File: config.mk
export PLATFORM = sky130hd
export DESIGN_NAME = debug_subsystem
export DESIGN_NICKNAME = d
export VERILOG_FILES = /design/src/dbg_pkg.sv /design/src/obi_if.sv /design/src/dmi_sba.sv /design/src/spi_obi_bridge.sv /design/src/obi_arb2.sv /design/src/debug_subsystem.sv
export VERILOG_INCLUDE_DIRS = /design/src
export SDC_FILE = /design/constraint.sdc
export NUM_CORES = 1
export LEC_CHECK = 0
export ABC_AREA = 1
export BUFFER_PORTS_ARGS = -buffer_cell sky130_fd_sc_hd__buf_2
export CORE_MARGIN = 3
export CORE_UTILIZATION = 60
export DETAILED_ROUTE_END_ITERATION = 8
export PLACE_DENSITY_LB_ADDON = 0.15
export SLEW_MARGIN = 10
export SYNTH_ARGS = -nofsm -noshare
export SYNTH_HDL_FRONTEND = slang
export SYNTH_SLANG_ARGS = --single-unit
File: constraint.sdc
create_clock -name clk_i -period 7.2 [get_ports clk_i]
set_input_delay 0.36 -clock clk_i [delete_from_list [all_inputs] [get_ports clk_i]]
set_output_delay 0.36 -clock clk_i [all_outputs]
set_load 0.005 [all_outputs]
File: src/dbg_defines.svh
// Bus widths and the DMI register map, shared by RTL and testbench
// Only 32-bit word accesses are supported on the system bus
`ifndef DBG_DEFINES_SVH
`define DBG_DEFINES_SVH

// System bus
`define DBG_ADDR_W 32
`define DBG_DATA_W 32
`define DBG_BE_W   (`DBG_DATA_W / 8)

// DMI address width
`define DBG_DMI_AW 7

// System bus access registers
`define DBG_SBCS_ADDR    7'h38
`define DBG_SBADDR0_ADDR 7'h39
`define DBG_SBDATA0_ADDR 7'h3C

`endif

File: src/dbg_pkg.sv
// Types shared by the DMI and SPI bridges
// DMI response status reuses the op codes, 0 is ok and 3 is busy
`include "dbg_defines.svh"

package dbg_pkg;

  typedef enum logic [1:0] {
    DMI_NOP   = 2'h0,
    DMI_READ  = 2'h1,
    DMI_WRITE = 2'h2
  } dmi_op_e;

  // First byte of an SPI frame
  typedef enum logic [7:0] {
    SPI_CMD_WRITE = 8'h01,
    SPI_CMD_READ  = 8'h02
  } spi_cmd_e;

  typedef enum logic [1:0] {
    SBA_IDLE,
    SBA_REQUEST,
    SBA_WAIT_RVALID
  } sba_state_e;

  typedef enum logic [2:0] {
    SPI_CMD,
    SPI_ADDR,
    SPI_WDATA,
    SPI_BUS_REQ,
    SPI_BUS_WAIT,
    SPI_RDATA,
    SPI_DONE
  } spi_state_e;

  typedef struct packed {
    logic [`DBG_DATA_W-1:0] data;
    logic [1:0]             op;
  } dmi_resp_t;

endpackage

File: src/obi_if.sv
// OBI link between one master and one slave
// No error, ID or user signals
`timescale 1ns/1ps
`include "dbg_defines.svh"

interface obi_if;

  logic                   req;
  logic                   gnt;
  logic [`DBG_ADDR_W-1:0] addr;
  logic                   we;
  logic [`DBG_BE_W-1:0]   be;
  logic [`DBG_DATA_W-1:0] wdata;
  logic                   rvalid;
  logic [`DBG_DATA_W-1:0] rdata;

  modport master (
    output req, addr, we, be, wdata,
    input  gnt, rvalid, rdata
  );

  modport slave (
    input  req, addr, we, be, wdata,
    output gnt, rvalid, rdata
  );

endinterface

File: src/dmi_sba.sv
// DMI register file with RISC-V style system bus access, 32-bit words only
// Unaligned addresses set sberror to 3 and start no access
`timescale 1ns/1ps
`include "dbg_defines.svh"

module dmi_sba (
  input  logic                   clk_i,
  input  logic                   rst_n_i,
  input  logic                   dmi_req_valid_i,
  output logic                   dmi_req_ready_o,
  input  logic [`DBG_DMI_AW-1:0] dmi_req_addr_i,
  input  dbg_pkg::dmi_op_e       dmi_req_op_i,
  input  logic [`DBG_DATA_W-1:0] dmi_req_data_i,
  output logic                   dmi_resp_valid_o,
  input  logic                   dmi_resp_ready_i,
  output logic [`DBG_DATA_W-1:0] dmi_resp_data_o,
  output logic [1:0]             dmi_resp_op_o,
  obi_if.master                  bus_o
);

  localparam logic [1:0] STAT_BUSY = 2'h3;

  dbg_pkg::sba_state_e    state_q;
  dbg_pkg::dmi_resp_t     resp_q;
  logic                   resp_valid_q;
  logic                   sbbusyerror_q;
  logic                   sbreadonaddr_q;
  logic                   sbautoincrement_q;
  logic [2:0]             sberror_q;
  logic                   we_q;
  logic [`DBG_ADDR_W-1:0] sbaddress0_q;
  logic [`DBG_ADDR_W-1:0] bus_addr_q;
  logic [`DBG_DATA_W-1:0] sbdata0_q;
  logic [`DBG_DATA_W-1:0] sbcs;
  logic [`DBG_DATA_W-1:0] rd_data;
  logic [`DBG_ADDR_W-1:0] new_addr;
  logic                   sbbusy;
  logic                   req_fire;
  logic                   is_wr;
  logic                   is_rd;
  logic                   wr_sbcs;
  logic                   wr_sbaddr;
  logic                   wr_sbdata;
  logic                   rd_sbdata;
  logic                   start;
  logic                   busy_hit;

  assign sbbusy          = (state_q != dbg_pkg::SBA_IDLE);
  assign dmi_req_ready_o = ~resp_valid_q;
  assign req_fire        = dmi_req_valid_i & dmi_req_ready_o;
  assign is_wr           = req_fire & (dmi_req_op_i == dbg_pkg::DMI_WRITE);
  assign is_rd           = req_fire & (dmi_req_op_i == dbg_pkg::DMI_READ);
  assign wr_sbcs         = is_wr & (dmi_req_addr_i == `DBG_SBCS_ADDR);
  assign wr_sbaddr       = is_wr & (dmi_req_addr_i == `DBG_SBADDR0_ADDR);
  assign wr_sbdata       = is_wr & (dmi_req_addr_i == `DBG_SBDATA0_ADDR);
  assign rd_sbdata       = is_rd & (dmi_req_addr_i == `DBG_SBDATA0_ADDR);

  // Accesses that launch a bus transfer
  assign start    = wr_sbdata | (wr_sbaddr & sbreadonaddr_q);
  assign busy_hit = sbbusy & (start | rd_sbdata);
  assign new_addr = wr_sbaddr ? dmi_req_data_i : sbaddress0_q;

  always_comb begin
    sbcs          = '0;
    sbcs[31:29]   = 3'd1;
    sbcs[22]      = sbbusyerror_q;
    sbcs[21]      = sbbusy;
    sbcs[20]      = sbreadonaddr_q;
    // 32-bit access size
    sbcs[19:17]   = 3'd2;
    sbcs[16]      = sbautoincrement_q;
    sbcs[14:12]   = sberror_q;
    sbcs[11:5]    = 7'(`DBG_ADDR_W);
    sbcs[2]       = 1'b1;
  end

  always_comb begin
    case (dmi_req_addr_i)
      `DBG_SBCS_ADDR:    rd_data = sbcs;
      `DBG_SBADDR0_ADDR: rd_data = sbaddress0_q;
      `DBG_SBDATA0_ADDR: rd_data = sbdata0_q;
      default:           rd_data = '0;
    endcase
  end

  always_ff @(posedge clk_i) begin
    if (!rst_n_i) begin
      state_q           <= dbg_pkg::SBA_IDLE;
      resp_valid_q      <= 1'b0;
      sbbusyerror_q     <= 1'b0;
      sbreadonaddr_q    <= 1'b0;
      sbautoincrement_q <= 1'b0;
      sberror_q         <= 3'd0;
      we_q              <= 1'b0;
      sbaddress0_q      <= '0;
      sbdata0_q         <= '0;
    end else begin
      if (req_fire) begin
        resp_valid_q <= 1'b1;
      end else if (dmi_resp_ready_i) begin
        resp_valid_q <= 1'b0;
      end

      if (busy_hit) begin
        sbbusyerror_q <= 1'b1;
      end else begin
        if (wr_sbcs) begin
          // Write 1 to clear
          if (dmi_req_data_i[22]) begin
            sbbusyerror_q <= 1'b0;
          end
          sbreadonaddr_q    <= dmi_req_data_i[20];
          sbautoincrement_q <= dmi_req_data_i[16];
          sberror_q         <= sberror_q & ~dmi_req_data_i[14:12];
        end
        if (wr_sbaddr) begin
          sbaddress0_q <= dmi_req_data_i;
        end
        if (wr_sbdata) begin
          sbdata0_q <= dmi_req_data_i;
        end
        if (start) begin
          if (|new_addr[1:0]) begin
            sberror_q <= 3'd3;
          end else begin
            state_q <= dbg_pkg::SBA_REQUEST;
            we_q    <= wr_sbdata;
          end
        end
      end

      case (state_q)
        dbg_pkg::SBA_REQUEST: begin
          if (bus_o.gnt) begin
            state_q <= dbg_pkg::SBA_WAIT_RVALID;
          end
        end
        dbg_pkg::SBA_WAIT_RVALID: begin
          if (bus_o.rvalid) begin
            state_q <= dbg_pkg::SBA_IDLE;
            if (!we_q) begin
              sbdata0_q <= bus_o.rdata;
            end
            if (sbautoincrement_q) begin
              sbaddress0_q <= bus_addr_q + `DBG_ADDR_W'(4);
            end
          end
        end
        default: begin
        end
      endcase
    end
  end

  always_ff @(posedge clk_i) begin
    if (req_fire) begin
      resp_q.data <= (is_rd && !busy_hit) ? rd_data : '0;
      resp_q.op   <= busy_hit ? STAT_BUSY : dbg_pkg::DMI_NOP;
    end
    if (start && !busy_hit) begin
      bus_addr_q <= new_addr;
    end
  end

  assign dmi_resp_valid_o = resp_valid_q;
  assign dmi_resp_data_o  = resp_q.data;
  assign dmi_resp_op_o    = resp_q.op;

  assign bus_o.req   = (state_q == dbg_pkg::SBA_REQUEST);
  assign bus_o.addr  = bus_addr_q;
  assign bus_o.we    = we_q;
  assign bus_o.be    = '1;
  assign bus_o.wdata = sbdata0_q;

endmodule

File: src/spi_obi_bridge.sv
// SPI mode 0 slave issuing one OBI word access per frame, cs active low
// Pins are resynchronized to clk_i, so sck must be at most clk_i/8
// A bus read must complete within the 8 dummy sck periods of a read frame
`timescale 1ns/1ps
`include "dbg_defines.svh"

module spi_obi_bridge (
  input  logic  clk_i,
  input  logic  rst_n_i,
  input  logic  spi_sck_i,
  input  logic  spi_cs_i,
  input  logic  spi_mosi_i,
  output logic  spi_miso_o,
  obi_if.master bus_o
);

  localparam int DUMMY_BITS = 8;
  localparam int FRAME_END  = DUMMY_BITS + `DBG_DATA_W;

  dbg_pkg::spi_state_e    state_q;
  logic [2:0]             sck_q;
  logic [1:0]             cs_q;
  logic [1:0]             mosi_q;
  logic [5:0]             cnt_q;
  logic [`DBG_DATA_W-1:0] sr_q;
  logic [`DBG_DATA_W-1:0] sr_next;
  logic [`DBG_ADDR_W-1:0] addr_q;
  logic [7:0]             cmd_byte;
  logic                   is_write_q;
  logic                   miso_q;
  logic                   sck_rise;
  logic                   sck_fall;
  logic                   bus_phase;
  logic                   shifting;
  logic                   addr_done;
  logic                   out_shift;

  // Two flops per pin, the third sck flop is for edge detection
  always_ff @(posedge clk_i) begin
    if (!rst_n_i) begin
      sck_q  <= '0;
      cs_q   <= '1;
      mosi_q <= '0;
    end else begin
      sck_q  <= {sck_q[1:0], spi_sck_i};
      cs_q   <= {cs_q[0], spi_cs_i};
      mosi_q <= {mosi_q[0], spi_mosi_i};
    end
  end

  assign sck_rise  = sck_q[1] & ~sck_q[2];
  assign sck_fall  = ~sck_q[1] & sck_q[2];
  assign sr_next   = {sr_q[`DBG_DATA_W-2:0], mosi_q[1]};
  assign cmd_byte  = sr_next[7:0];
  assign bus_phase = (state_q == dbg_pkg::SPI_BUS_REQ) | (state_q == dbg_pkg::SPI_BUS_WAIT);
  assign shifting  = ~cs_q[1] & ((state_q == dbg_pkg::SPI_CMD) |
                                 (state_q == dbg_pkg::SPI_ADDR) |
                                 (state_q == dbg_pkg::SPI_WDATA));
  assign addr_done = (state_q == dbg_pkg::SPI_ADDR) & sck_rise &
                     (cnt_q == 6'(`DBG_ADDR_W - 1));
  // Data bits leave on falling edges once the dummy bits have passed
  assign out_shift = ~cs_q[1] & (state_q == dbg_pkg::SPI_RDATA) & sck_fall &
                     (cnt_q >= 6'(DUMMY_BITS));

  always_ff @(posedge clk_i) begin
    if (!rst_n_i) begin
      state_q    <= dbg_pkg::SPI_CMD;
      cnt_q      <= '0;
      is_write_q <= 1'b0;
      miso_q     <= 1'b0;
    end else if (cs_q[1] && !bus_phase) begin
      // Deselect ends the frame, a bus access in flight still completes
      state_q <= dbg_pkg::SPI_CMD;
      cnt_q   <= '0;
      miso_q  <= 1'b0;
    end else begin
      if (sck_rise) begin
        cnt_q <= cnt_q + 6'd1;
      end
      if (out_shift) begin
        miso_q <= sr_q[`DBG_DATA_W-1];
      end
      case (state_q)
        dbg_pkg::SPI_CMD: begin
          if (sck_rise && cnt_q == 6'd7) begin
            cnt_q <= '0;
            if (cmd_byte == dbg_pkg::SPI_CMD_WRITE || cmd_byte == dbg_pkg::SPI_CMD_READ) begin
              state_q    <= dbg_pkg::SPI_ADDR;
              is_write_q <= (cmd_byte == dbg_pkg::SPI_CMD_WRITE);
            end else begin
              // Unknown command, wait for deselect
              state_q <= dbg_pkg::SPI_DONE;
            end
          end
        end
        dbg_pkg::SPI_ADDR: begin
          if (addr_done) begin
            cnt_q   <= '0;
            state_q <= is_write_q ? dbg_pkg::SPI_WDATA : dbg_pkg::SPI_BUS_REQ;
          end
        end
        dbg_pkg::SPI_WDATA: begin
          if (sck_rise && cnt_q == 6'(`DBG_DATA_W - 1)) begin
            state_q <= dbg_pkg::SPI_BUS_REQ;
          end
        end
        dbg_pkg::SPI_BUS_REQ: begin
          if (bus_o.gnt) begin
            state_q <= dbg_pkg::SPI_BUS_WAIT;
          end
        end
        dbg_pkg::SPI_BUS_WAIT: begin
          if (bus_o.rvalid) begin
            state_q <= is_write_q ? dbg_pkg::SPI_DONE : dbg_pkg::SPI_RDATA;
          end
        end
        dbg_pkg::SPI_RDATA: begin
          if (cnt_q == 6'(FRAME_END)) begin
            state_q <= dbg_pkg::SPI_DONE;
          end
        end
        default: begin
        end
      endcase
    end
  end

  // Shared shift register for command, write data and read data
  always_ff @(posedge clk_i) begin
    if (sck_rise && shifting) begin
      sr_q <= sr_next;
    end
    if (state_q == dbg_pkg::SPI_BUS_WAIT && bus_o.rvalid && !is_write_q) begin
      sr_q <= bus_o.rdata;
    end
    if (out_shift) begin
      sr_q <= {sr_q[`DBG_DATA_W-2:0], 1'b0};
    end
    if (addr_done) begin
      addr_q <= sr_next;
    end
  end

  assign spi_miso_o = miso_q;

  assign bus_o.req   = (state_q == dbg_pkg::SPI_BUS_REQ);
  assign bus_o.addr  = addr_q;
  assign bus_o.we    = is_write_q;
  assign bus_o.be    = '1;
  assign bus_o.wdata = sr_q;

endmodule

File: src/obi_arb2.sv
// Round-robin two-to-one OBI arbiter with one transaction in flight
// A request held off by gnt keeps its slot until granted
`timescale 1ns/1ps
`include "dbg_defines.svh"

module obi_arb2 (
  input  logic                   clk_i,
  input  logic                   rst_n_i,
  obi_if.slave                   m0_i,
  obi_if.slave                   m1_i,
  output logic                   bus_req_o,
  output logic [`DBG_ADDR_W-1:0] bus_addr_o,
  output logic                   bus_we_o,
  output logic [`DBG_BE_W-1:0]   bus_be_o,
  output logic [`DBG_DATA_W-1:0] bus_wdata_o,
  input  logic                   bus_gnt_i,
  input  logic                   bus_rvalid_i,
  input  logic [`DBG_DATA_W-1:0] bus_rdata_i
);

  logic last_q;
  logic owner_q;
  logic outstanding_q;
  logic lock_q;
  logic win;
  logic sel;

  // Tie goes to the master that lost last time
  assign win = (m0_i.req & m1_i.req) ? ~last_q : m1_i.req;
  assign sel = lock_q ? owner_q : win;

  assign bus_req_o   = ~outstanding_q & (sel ? m1_i.req : m0_i.req);
  assign bus_addr_o  = sel ? m1_i.addr : m0_i.addr;
  assign bus_we_o    = sel ? m1_i.we : m0_i.we;
  assign bus_be_o    = sel ? m1_i.be : m0_i.be;
  assign bus_wdata_o = sel ? m1_i.wdata : m0_i.wdata;

  assign m0_i.gnt = bus_req_o & ~sel & bus_gnt_i;
  assign m1_i.gnt = bus_req_o & sel & bus_gnt_i;

  assign m0_i.rvalid = outstanding_q & ~owner_q & bus_rvalid_i;
  assign m1_i.rvalid = outstanding_q & owner_q & bus_rvalid_i;
  assign m0_i.rdata  = owner_q ? '0 : bus_rdata_i;
  assign m1_i.rdata  = owner_q ? bus_rdata_i : '0;

  always_ff @(posedge clk_i) begin
    if (!rst_n_i) begin
      last_q        <= 1'b1;
      owner_q       <= 1'b0;
      outstanding_q <= 1'b0;
      lock_q        <= 1'b0;
    end else begin
      if (bus_req_o) begin
        owner_q <= sel;
        if (bus_gnt_i) begin
          outstanding_q <= 1'b1;
          last_q        <= sel;
          lock_q        <= 1'b0;
        end else begin
          lock_q <= 1'b1;
        end
      end
      if (outstanding_q && bus_rvalid_i) begin
        outstanding_q <= 1'b0;
      end
    end
  end

endmodule

File: src/debug_subsystem.sv
// Debug access subsystem, DMI and SPI bridges sharing one OBI master port
// DMI is driven directly, no JTAG TAP; SPI sck at most clk_i/8
`timescale 1ns/1ps
`include "dbg_defines.svh"

module debug_subsystem (
  input  logic                   clk_i,
  input  logic                   rst_n_i,

  // DMI
  input  logic                   dmi_req_valid_i,
  output logic                   dmi_req_ready_o,
  input  logic [`DBG_DMI_AW-1:0] dmi_req_addr_i,
  input  logic [1:0]             dmi_req_op_i,
  input  logic [`DBG_DATA_W-1:0] dmi_req_data_i,
  output logic                   dmi_resp_valid_o,
  input  logic                   dmi_resp_ready_i,
  output logic [`DBG_DATA_W-1:0] dmi_resp_data_o,
  output logic [1:0]             dmi_resp_op_o,

  // SPI slave
  input  logic                   spi_sck_i,
  input  logic                   spi_cs_i,
  input  logic                   spi_mosi_i,
  output logic                   spi_miso_o,

  // OBI master
  output logic                   bus_req_o,
  output logic [`DBG_ADDR_W-1:0] bus_addr_o,
  output logic                   bus_we_o,
  output logic [`DBG_BE_W-1:0]   bus_be_o,
  output logic [`DBG_DATA_W-1:0] bus_wdata_o,
  input  logic                   bus_gnt_i,
  input  logic                   bus_rvalid_i,
  input  logic [`DBG_DATA_W-1:0] bus_rdata_i
);

  obi_if sba_bus ();
  obi_if spi_bus ();

  dmi_sba u_dmi_sba (
    .clk_i            (clk_i),
    .rst_n_i          (rst_n_i),
    .dmi_req_valid_i  (dmi_req_valid_i),
    .dmi_req_ready_o  (dmi_req_ready_o),
    .dmi_req_addr_i   (dmi_req_addr_i),
    .dmi_req_op_i     (dbg_pkg::dmi_op_e'(dmi_req_op_i)),
    .dmi_req_data_i   (dmi_req_data_i),
    .dmi_resp_valid_o (dmi_resp_valid_o),
    .dmi_resp_ready_i (dmi_resp_ready_i),
    .dmi_resp_data_o  (dmi_resp_data_o),
    .dmi_resp_op_o    (dmi_resp_op_o),
    .bus_o            (sba_bus.master)
  );

  spi_obi_bridge u_spi_bridge (
    .clk_i      (clk_i),
    .rst_n_i    (rst_n_i),
    .spi_sck_i  (spi_sck_i),
    .spi_cs_i   (spi_cs_i),
    .spi_mosi_i (spi_mosi_i),
    .spi_miso_o (spi_miso_o),
    .bus_o      (spi_bus.master)
  );

  // DMI bridge on port 0, SPI bridge on port 1
  obi_arb2 u_arb (
    .clk_i        (clk_i),
    .rst_n_i      (rst_n_i),
    .m0_i         (sba_bus.slave),
    .m1_i         (spi_bus.slave),
    .bus_req_o    (bus_req_o),
    .bus_addr_o   (bus_addr_o),
    .bus_we_o     (bus_we_o),
    .bus_be_o     (bus_be_o),
    .bus_wdata_o  (bus_wdata_o),
    .bus_gnt_i    (bus_gnt_i),
    .bus_rvalid_i (bus_rvalid_i),
    .bus_rdata_i  (bus_rdata_i)
  );

endmodule

==> results of run 1 <==
[power groups by stage]
stage | registers, mW | clock network, mW | logic, mW
final | 1.37 | 1.24 | 0.0948
after global routing | 1.37 | 1.29 | 0.102
after CTS | 1.37 | 1.24 | 0.0930
after detailed placement | 1.40 | 0 | 0.0923
after global placement | 1.40 | 0 | 0.0917
after floorplan | 1.39 | 0 | 0.0377
[cell type report]
class	instances	area [um2]
Clock inverter	8	92.59
Clock buffer	36	686.9
Sequential cell	225	5786
Inverter	189	710.7
Timing Repair Buffer	196	1011
Fill cell	1567	5434
Multi-Input combinational cell	1026	4847
Tap cell	260	325.3
[metal layers]
layer / share of wire [%] / global-route usage (%)
met5: 0 / 0
met4: 2.1 / 7.740
met3: 14 / 7.941
met2: 43 / 48.17
met1: 41 / 49.49
[state kept, by name, summed over array words and instances (netlist names), 6 cells and up]
register and cells:
u_spi_bridge.bus_o.addr 32, u_spi_bridge.cnt_q 6, u_dmi_sba.sbaddress0_q 32, u_spi_bridge.bus_o.wdata 32
u_dmi_sba.bus_o.addr 32, u_dmi_sba.bus_o.wdata 32, u_dmi_sba.dmi_resp_data_o 32
[worst min-delay path by stage]
stage,cells after the start,slack (ns),start,end
finish,3,0.03,spi_mosi_i,u_spi_bridge.mosi_q[0]$_SDFF_PN0_
global route,3,0.04,spi_sck_i,u_spi_bridge.sck_q[0]$_SDFF_PN0_
CTS,3,0.03,spi_mosi_i,u_spi_bridge.mosi_q[0]$_SDFF_PN0_
detailed placement,2,0.40,u_spi_bridge.sck_q[0]$_SDFF_PN0_,u_spi_bridge.sck_q[1]$_SDFF_PN0_
global placement,2,0.39,u_spi_bridge.sck_q[0]$_SDFF_PN0_,u_spi_bridge.sck_q[1]$_SDFF_PN0_
floorplan,2,0.39,u_spi_bridge.mosi_q[0]$_SDFF_PN0_,u_spi_bridge.mosi_q[1]$_SDFF_PN0_
[placed cells by master (no fill, tap or decap), types with 6 or more instances in the layout]
| cell type | instances |
|---|---|
| o21ai_2 | 17 |
| a21oi_1 | 46 |
| buf_4 | 12 |
| inv_1 | 183 |
| ha_1 | 9 |
| o21ai_0 | 148 |
| nor2_1 | 123 |
| nand4_1 | 12 |
| o211ai_1 | 6 |
| o21ai_1 | 16 |
| nor3_1 | 17 |
| buf_2 | 184 |
| nand2_1 | 470 |
| clkbuf_16 | 25 |
| dfxtp_1 | 97 |
| edfxtp_1 | 128 |
| clkbuf_1 | 9 |
| o21bai_1 | 18 |
| nand3_1 | 75 |
| a31oi_1 | 10 |
[worst max-delay path, stage by stage (launching register included)]
cell and delay, ns:
dfxtp_1 0.35, inv_1 0.07, ha_1 0.23, a21oi_1 0.15, nand2_1 0.09, nand2_2 0.06, buf_4 0.73, inv_2 0.53
nand2_1 0.18, nand2_1 0.11, buf_2 0.15
[Yosys cell counts, types with 4 or more instances]
library cell  instances
nand2_1             471
nor2_1              124
buf_2                10
nand4_1              12
buf_4                 9
a21oi_1              47
dfxtp_1              97
xor2_1                5
edfxtp_1            128
o211ai_1              6
nand3_1              75
buf_1                 4
nor3_1               17
buf_6                 7
o21ai_2              17
inv_1               183
a31oi_1              10
nor2_4                4
ha_1                  9
o21ai_1              16
nand3b_1              4
o21ai_0             148
inv_2                 4
clkbuf_1             39
o21bai_1             18
a221oi_1              5
[kinds of logic (layout without fill, tap and decap cells)]
family,Yosys count,after routing,synth area share (%)
other,1,4,0.03211
and+or+nand+nor,729,729,26.32
AOI/OAI and AO/OA,277,277,13.42
buffers and inverters,259,429,9.192
adders and majority gates,9,9,0.9642
DFF,225,225,49.54
xor gates and xnor gates,7,7,0.5250
==> flow_summary.ini, run 1 <==
[sta]
setup_viol = 0
holdWs_ns = 0.03160
period_minus_slack_ns = 3.599
rsz0062_at_grt = false
timing.setup.tns_ns = 0
worst_slack_ns = 3.601
fin_skew_ns = 0.02280
finalHoldViolations = 0
clock.fmax_ghz = 0.2778
worst_pin_slew_ns = 1.008
maxSlewViolCount = 0
period_share_pct = 49.99
max_slew_margin_pct = 32.71

[placed_design]
port_buffers = 184
place_ws_ns = 4.218
place.gp.congestion = 0.9749
postPlaceCellArea_um2 = 12680
dp_cells = 1896
hpwl_mm = 25.77

[setup_path]
cp-end-kind = primary output
start_kind = flop
r2r_slack_ns = 4.17
worstPathArrival_ns = 3.24
crit_type = flop to primary output
reg2regPathDepth = 11
critPathMaxFanout = 100
timing.rr.end = u_spi_bridge.state_q[1]$_SDFFE_PP0P_
crit_path_end = bus_addr_o[10]
worst-endpoint-required_ns = 6.84
rr_startpoint = u_dmi_sba.state_q[1]$_SDFF_PN0_
critical_path.startpoint = u_dmi_sba.state_q[1]$_SDFF_PN0_

[min_path]
min_path_type = input port to flop

[synthesis]
syn_area_per_cell_um2 = 7.750
yosysUniqueCellTypes = 51
ys_seq_elements = 225
synth_area_um2 = 11680
ys_seq_area_share_pct = 49.54
synth-edff-count = 128
synth_top_area_cell = edfxtp_1
synthTopCellsByArea = edfxtp_1, dfxtp_1, nand2_1
ys.flop_type = edfxtp_1
yosysTopAreaCellShare_pct = 32.91
yosysWarnings = 0
postSynthCellCount = 1507
async_flop_share_pct = 0

[power]
total_power_mw = 2.699
seqPwrFrac_pct = 50.7
p_sw_share_pct = 21.24
power-per-cell-area_nw_per_um2 = 200.5
p_leak_nw = 6.228
internal-power_mw = 2.126
p_sw_mw = 0.5733
combinationalPowerShare_pct = 3.5
irDropWorstVdd_v = 0.0002281
p_clk_share_pct = 45.8

[run_status]
outcome = finished, final reports clean

[clock_network]
cts_max_level = 1
cts.sinks = 225
clockBufferDepth = 3
cts-root-buf = clkbuf_16
tritoncts = yes
cts_setup_buffers = 0
cts_resized = 0
cts-hold-fix-buffers = 0
clk-insertion-delay-late_ns = 0.52
numCtsBuffers = 24
clk_pin_slew_worst_paths_ns = 0.06

[floorplanning]
dieHeight_um = 145.5
fp.dieW_um = 145.5
fp-row-count = 50
initial_core_util_pct = 61.81
core_um2 = 18890
die_area_um2 = 21170
pin_count = 189

[cells_and_area]
drive_gt1_share_pct = 16.43
fin_nets = 1753
utilization_pct = 71.24
antenna_cells = 0
instances_no_fill = 1940
syn2layout_area_growth_pct = 15.25
final_area_um2 = 13460

[detailed_routing]
drtPass1Iterations = 6
wl_per_cell_um = 18.66
drtAntennaViolNets = 0
num_vias = 11140
remaining_drc_errors = 0
drt-vias-per-instance = 5.740
drt-initial-drc-count = 1723
wl_mm = 36.20

[global_routing]
grt_pass1_wl_mm = 55.65
grt-ovfl-total = 0
grt_max_degree = 101
antenna_found_initial = 0
grt_use_total_pct = 32.82
grt_pass1_vias = 10000

[run]
cap_violations = 0
No activity file was read; power rests on OpenSTA's default activity.
==> inputs of run 2 (changes only) <==
- CORE_UTILIZATION: 60 -> 57
- clock period: 7.2 -> 3.5 ns (I/O delays scaled with it)
==> run 2 against run 1 <==
Effect of this change: first-iteration DRC count down 27%; largest cell class unchanged; count of clock-buffer cells in the layout stayed put; setup slack got worse by 3.0 ns; critical endpoint is now bus_addr_o[16]; total power rose by 110%; global-route usage is 1.4 points lower; core utilization down 0.79 points; register-to-register slack got worse by 3.2 ns.
==> flow_summary.ini, run 2 (synthesis gave the netlist of run 1 again) <==
[global_routing]
antenna_found_initial = 0
grt_max_degree = 100
grt_use_total_pct = 31.42
grt_pass1_wl_mm = 54.65
grt_pass1_vias = 9939
grt-ovfl-total = 0

[detailed_routing]
wl_met2_mm = 15.66
route.met3.wl_mm = 4.319
wl_per_cell_um = 18.20
drt-vias-per-instance = 5.530
drt-initial-drc-count = 1262
drtAntennaViolNets = 0
wl_mm = 36.14
wl_met1_mm = 15.44
remaining_drc_errors = 0
top_layer_used = met4
num_vias = 10980
drtPass1Iterations = 5

[sta]
max_slew_margin_pct = 36.61
timing.setup.tns_ns = 0
period_minus_slack_ns = 2.899
period_share_pct = 82.82
setup_viol = 0
worst_pin_slew_ns = 0.9509
holdWs_ns = 0.05851
fin_skew_ns = 0.008911
rsz0062_at_grt = false
clock.fmax_ghz = 0.3450
finalHoldViolations = 0
maxSlewViolCount = 0

[floorplanning]
pin_count = 189
initial_core_util_pct = 59.04
die_area_um2 = 22240
fp-row-count = 51
core_um2 = 19780
dieHeight_um = 149.1
fp.dieW_um = 149.1

[cells_and_area]
drive_gt1_share_pct = 16.27
syn2layout_area_growth_pct = 19.33
fin_nets = 1794
final_common_cell = nand2_1
layout.cells.most_common_list = nand2_1, buf_2, inv_1
antenna_cells = 0

[clock_network]
clk-insertion-delay-late_ns = 0.52
clk_pin_slew_worst_paths_ns = 0.06
cts.sinks = 225
cts_max_level = 1
numCtsBuffers = 24
cts-root-buf = clkbuf_16
tritoncts = yes
cts_setup_buffers = 0
clockBufferDepth = 3

[run]
cap_violations = 0

[setup_path]
reg2regPathDepth = 8
start_kind = flop
cpMostUsedCell = nand2_1
slowest_delay_ns = 0.73
crit_type = flop to primary output
path_cells = inv_1, ha_1, a21oi_1, nand2_1, nand2_4, buf_4, nand2_1, o21ai_0, buf_2
critPathMaxFanout = 99
cp-end-kind = primary output
worst-endpoint-required_ns = 3.32
cp_slowest_cell = buf_4
worstPathArrival_ns = 2.72

[placed_design]
port_buffers = 184
hpwl_mm = 26.07
place.gp.congestion = 0.9175

[power]
power-per-cell-area_nw_per_um2 = 408.8
irDropWorstVdd_v = 0.0003698
p_leak_nw = 6.435

[min_path]
min_path_cells = 3
min_path_type = input port to flop

[run_status]
outcome = finished, final reports clean
==> run 2: cell count changes in the layout (fill, tap and decap cells not counted) <==
cell           before  now
nand2_2             2    1
clkinv_1            4    5
buf_4              12   13
nand2_4             2    3
clkbuf_8            2    5
clkbuf_1            9    6
dlygate4sd3_1       0   39
clkinvlp_4          1    0
buf_12              0    1
bufinv_16           2    3
clkinv_4            1    0
==> run 2: final cells by class <==
cell class | instances | area (um2)
multi-input combinational | 1026 | 4852
inverter | 189 | 710.7
fill | 1641 | 5846
timing repair buffer | 237 | 1429
tap | 265 | 331.6
clock buffer | 36 | 716.9
sequential | 225 | 5786
clock inverter | 8 | 110.1
==> run 2: critical path: cells and delay by family, from the launching register on <==
| kind | cells | cell delay [ns] |
|---|---|---|
| buf+inv | 3 | 0.95 |
| simple gates | 3 | 0.35 |
| compound gates | 2 | 0.29 |
| fa+ha+maj | 1 | 0.23 |
| flops | 1 | 0.35 |
==> run 2: layer usage <==
layer	track usage, %	vias up
met5	0	-
met4	6.957	0
met3	5.561	57
met2	47.14	609
met1	47.99	5032
li1	-	5284
==> run 2: where the power goes <==
part           total, mW  switching, mW  internal (mW)
registers           2.82         0.0162           2.80
clock network       2.65           1.02           1.63
logic              0.231          0.134         0.0978
total               5.70           1.17           4.53
==> run 2: repair_timing <==
action                                 CTS  global route
gates resized for setup                  0             0
endpoints found under the hold margin   51             0
hold buffers                            39             0
==> run 2: worst paths after layout <==
| kind | start | slack [ns] | end |
|---|---|---|---|
| min reg2reg | u_spi_bridge.cs_q[0]$_SDFF_PN1_ | 0.42 | u_spi_bridge.cs_q[1]$_SDFF_PN1_ |
| max | u_dmi_sba.state_q[1]$_SDFF_PN0_ | 0.60 | bus_addr_o[16] |
| min | dmi_req_data_i[8] | 0.06 | u_dmi_sba.bus_o.addr[8]$_DFFE_PP_ |
| max reg2reg | u_dmi_sba.state_q[0]$_SDFF_PN0_ | 0.99 | u_dmi_sba.dmi_resp_data_o[1]$_SDFFCE_PN0P_ |
==> run 2: metrics by stage <==
stage	setup slack (ns)	util [%]	area, um2	instances	power (mW)
after floorplan	0.3172	-	11690	1510	2.947
after global placement	1.097	64.29	12720	1903	3.064
after detailed placement	1.020	64.29	12720	1903	3.065
after CTS	0.6259	70.45	13940	1986	5.701
after global routing	0.3782	70.45	13940	1986	5.829
final	0.6013	70.45	13940	1986	5.696
==> inputs of run 3 (changes only) <==
- ABC_AREA: 1 -> 0
- CORE_UTILIZATION: 57 -> 51
- clock period: 3.5 -> 2.5 ns (I/O delays scaled with it)
==> run 3 against run 2 <==
Effect of this change: non-clock buffer count increased by 69; synthesized cell count down 33%; clock skew is 0.016 ns higher; setup slack worse by 0.52 ns; register-to-register slack got worse by 0.79 ns; flip-flop and latch count stayed put; hold slack got worse by 0.029 ns; total power up 42%; critical path type unchanged; largest cell class unchanged.
==> flow_summary.ini, run 3 <==
[sta]
period_minus_slack_ns = 2.423
finalHoldViolations = 0
fin_skew_ns = 0.02535
rsz0062_at_grt = false
period_share_pct = 96.93
maxSlewViolCount = 0
setup_viol = 0
timing.setup.tns_ns = 0
holdWs_ns = 0.02930
worst_pin_slew_ns = 0.7453
clock.fmax_ghz = 0.4127
max_slew_margin_pct = 49.69

[floorplanning]
pin_count = 189
core_um2 = 21350
initial_core_util_pct = 52.86
fp.dieW_um = 154.8
die_area_um2 = 23950
dieHeight_um = 154.8
fp-row-count = 53

[placed_design]
dp_cells = 1454
place.gp.congestion = 0.9157
hpwl_mm = 22.15
port_buffers = 184

[cells_and_area]
layout.cells.most_common_list = buf_2, edfxtp_1, mux2_2
fin_nets = 1376
syn2layout_area_growth_pct = 27.28
instances_no_fill = 1581
utilization_pct = 67.28
fillCellCount = 1699
drive_gt1_share_pct = 32.90
final_common_cell = buf_2

[synthesis]
yosysTopAreaCellShare_pct = 34.05
synth_common_cells = edfxtp_1, mux2_2, dfxtp_1, nand2_1, nor2_1
async_flop_share_pct = 0
postSynthCellCount = 1017
synth-edff-count = 128
yosysWarnings = 0
yosysUniqueCellTypes = 75
ys_seq_area_share_pct = 51.26
yosysMostFrequentCell = edfxtp_1
ys.flop_type = edfxtp_1
ys_seq_elements = 225
synth_area_um2 = 11290
synthTopCellsByArea = edfxtp_1, dfxtp_1, mux2_2
synth_top_area_cell = edfxtp_1
syn_area_per_cell_um2 = 11.10

[setup_path]
start_kind = flop
cp-end-kind = primary output
crit_type = flop to primary output
reg2regPathDepth = 7
worstPathArrival_ns = 2.30
worst-endpoint-required_ns = 2.38
timing.rr.end = u_dmi_sba.bus_o.wdata[20]$_SDFF_PN0_
rr_startpoint = u_dmi_sba.dmi_resp_valid_o$_SDFFE_PN0P_
r2r_slack_ns = 0.20
critPathMaxFanout = 18

[run_status]
outcome = finished, final reports clean

[detailed_routing]
wl_per_cell_um = 20.54
drt-initial-drc-count = 713
wl_mm = 32.47
drt-vias-per-instance = 5.829
drtPass1Iterations = 5
remaining_drc_errors = 0
num_vias = 9216
drtAntennaViolNets = 0

[min_path]
hp-start = dmi_req_addr_i[1]
min_path_cells = 4
hold_end = u_dmi_sba.bus_o.we$_SDFFE_PN0P_
min_path_type = input port to flop

[clock_network]
numCtsBuffers = 25
clk-insertion-delay-late_ns = 0.53
cts-root-buf = clkbuf_16
clockBufferDepth = 3
clk_pin_slew_worst_paths_ns = 0.06
cts.sinks = 225
tritoncts = yes
cts_max_level = 1

[global_routing]
antenna_found_initial = 2
grt_pass1_wl_mm = 50.09
grt_use_total_pct = 26.07
grt-ovfl-total = 0
grt_pass1_vias = 9065
grt_max_degree = 44

[run]
cap_violations = 0

[power]
irDropWorstVdd_v = 0.0004587
p_leak_nw = 5.617
power-per-cell-area_nw_per_um2 = 562.6
[run 3: worst max-delay path by stage]
stage / start / endpoint / slack [ns]
6_report: u_dmi_sba.state_q[1]$_SDFF_PN0_ / bus_we_o / 0.08
3_5_place_dp: dmi_req_addr_i[0] / u_dmi_sba.bus_o.wdata[18]$_SDFF_PN0_ / 0.26
4_1_cts: u_dmi_sba.state_q[1]$_SDFF_PN0_ / bus_addr_o[2] / 0.03
2_1_floorplan: u_dmi_sba.dmi_resp_valid_o$_SDFFE_PN0P_ / u_dmi_sba.bus_o.we$_SDFFE_PN0P_ / -0.003
3_3_place_gp: dmi_req_addr_i[0] / u_dmi_sba.bus_o.wdata[18]$_SDFF_PN0_ / 0.30
5_1_grt: u_spi_bridge.state_q[2]$_SDFFE_PP0P_ / bus_we_o / 0.02
[run 3: power by group]
group | internal [mW] | switching [mW] | total (mW) | leakage, nW
clock network | 2.26 | 1.49 | 3.75 | 0.415
registers | 3.93 | 0.0210 | 3.95 | 2.03
logic | 0.189 | 0.195 | 0.384 | 3.17
total | 6.38 | 1.70 | 8.08 | 5.62
[run 3: metrics by stage]
| stage | setup slack [ns] | area, um2 | total power [mW] |
|---|---|---|---|
| finish | 0.07671 | 14370 | 8.082 |
| global route | 0.01689 | 14370 | 8.302 |
| CTS | 0.02580 | 14270 | 8.113 |
| detailed placement | 0.2569 | 12670 | 4.321 |
| global placement | 0.2951 | 12670 | 4.320 |
| floorplan | -0.003090 | 11310 | 4.140 |
[run 3: layer usage]
| layer | vias up | GRT usage (%) | wire [um] |
|---|---|---|---|
| li1 | 4306 | - | - |
| met5 | - | 0 | 0 |
| met4 | 0 | 7.023 | 656 |
| met1 | 4439 | 38.02 | 14510 |
| met2 | 421 | 41.04 | 14900 |
| met3 | 50 | 3.693 | 2398 |
[run 3: worst max-delay path, cell delays in order, from the launching register on]
cell and delay, ns:
dfxtp_1 0.36, inv_1 0.10, ha_4 0.20, a21oi_1 0.25
a21boi_4 0.09, buf_12 0.15, clkbuf_16 0.19, mux2_2 0.30
buf_2 0.13
[run 3: kinds of logic after synthesis]
group | synth area share [%]
adder cells (fa/ha/maj) | 0.9977
flip-flops | 51.26
multiplexers | 15.33
AO/OA/AOI/OAI | 11.57
buffers and inverters | 4.024
AND/OR/NAND/NOR | 14.30
other | 0.03322
XOR/XNOR | 2.483
[run 3: cell type report]
cell class	instances	area (um2)	area share, %
antenna	2	5.005	0.03484
multi-input combinational	699	5131	35.72
clock buffer	33	695.7	4.842
inverter	28	105.1	0.7316
timing repair buffer	306	2153	14.99
clock inverter	13	143.9	1.002
tap	275	344.1	2.395
sequential	225	5788	40.29
[run 3: what timing repair did]
item / CTS / global route
hold buffers: 76 / 0
hold endpoints to repair: 120 / 0
pin swaps: 0 / 1
setup buffers: 0 / 1
gates cloned: 0 / 2
endpoints found under the setup margin: 64 / 70
gates resized for setup: 2 / 6
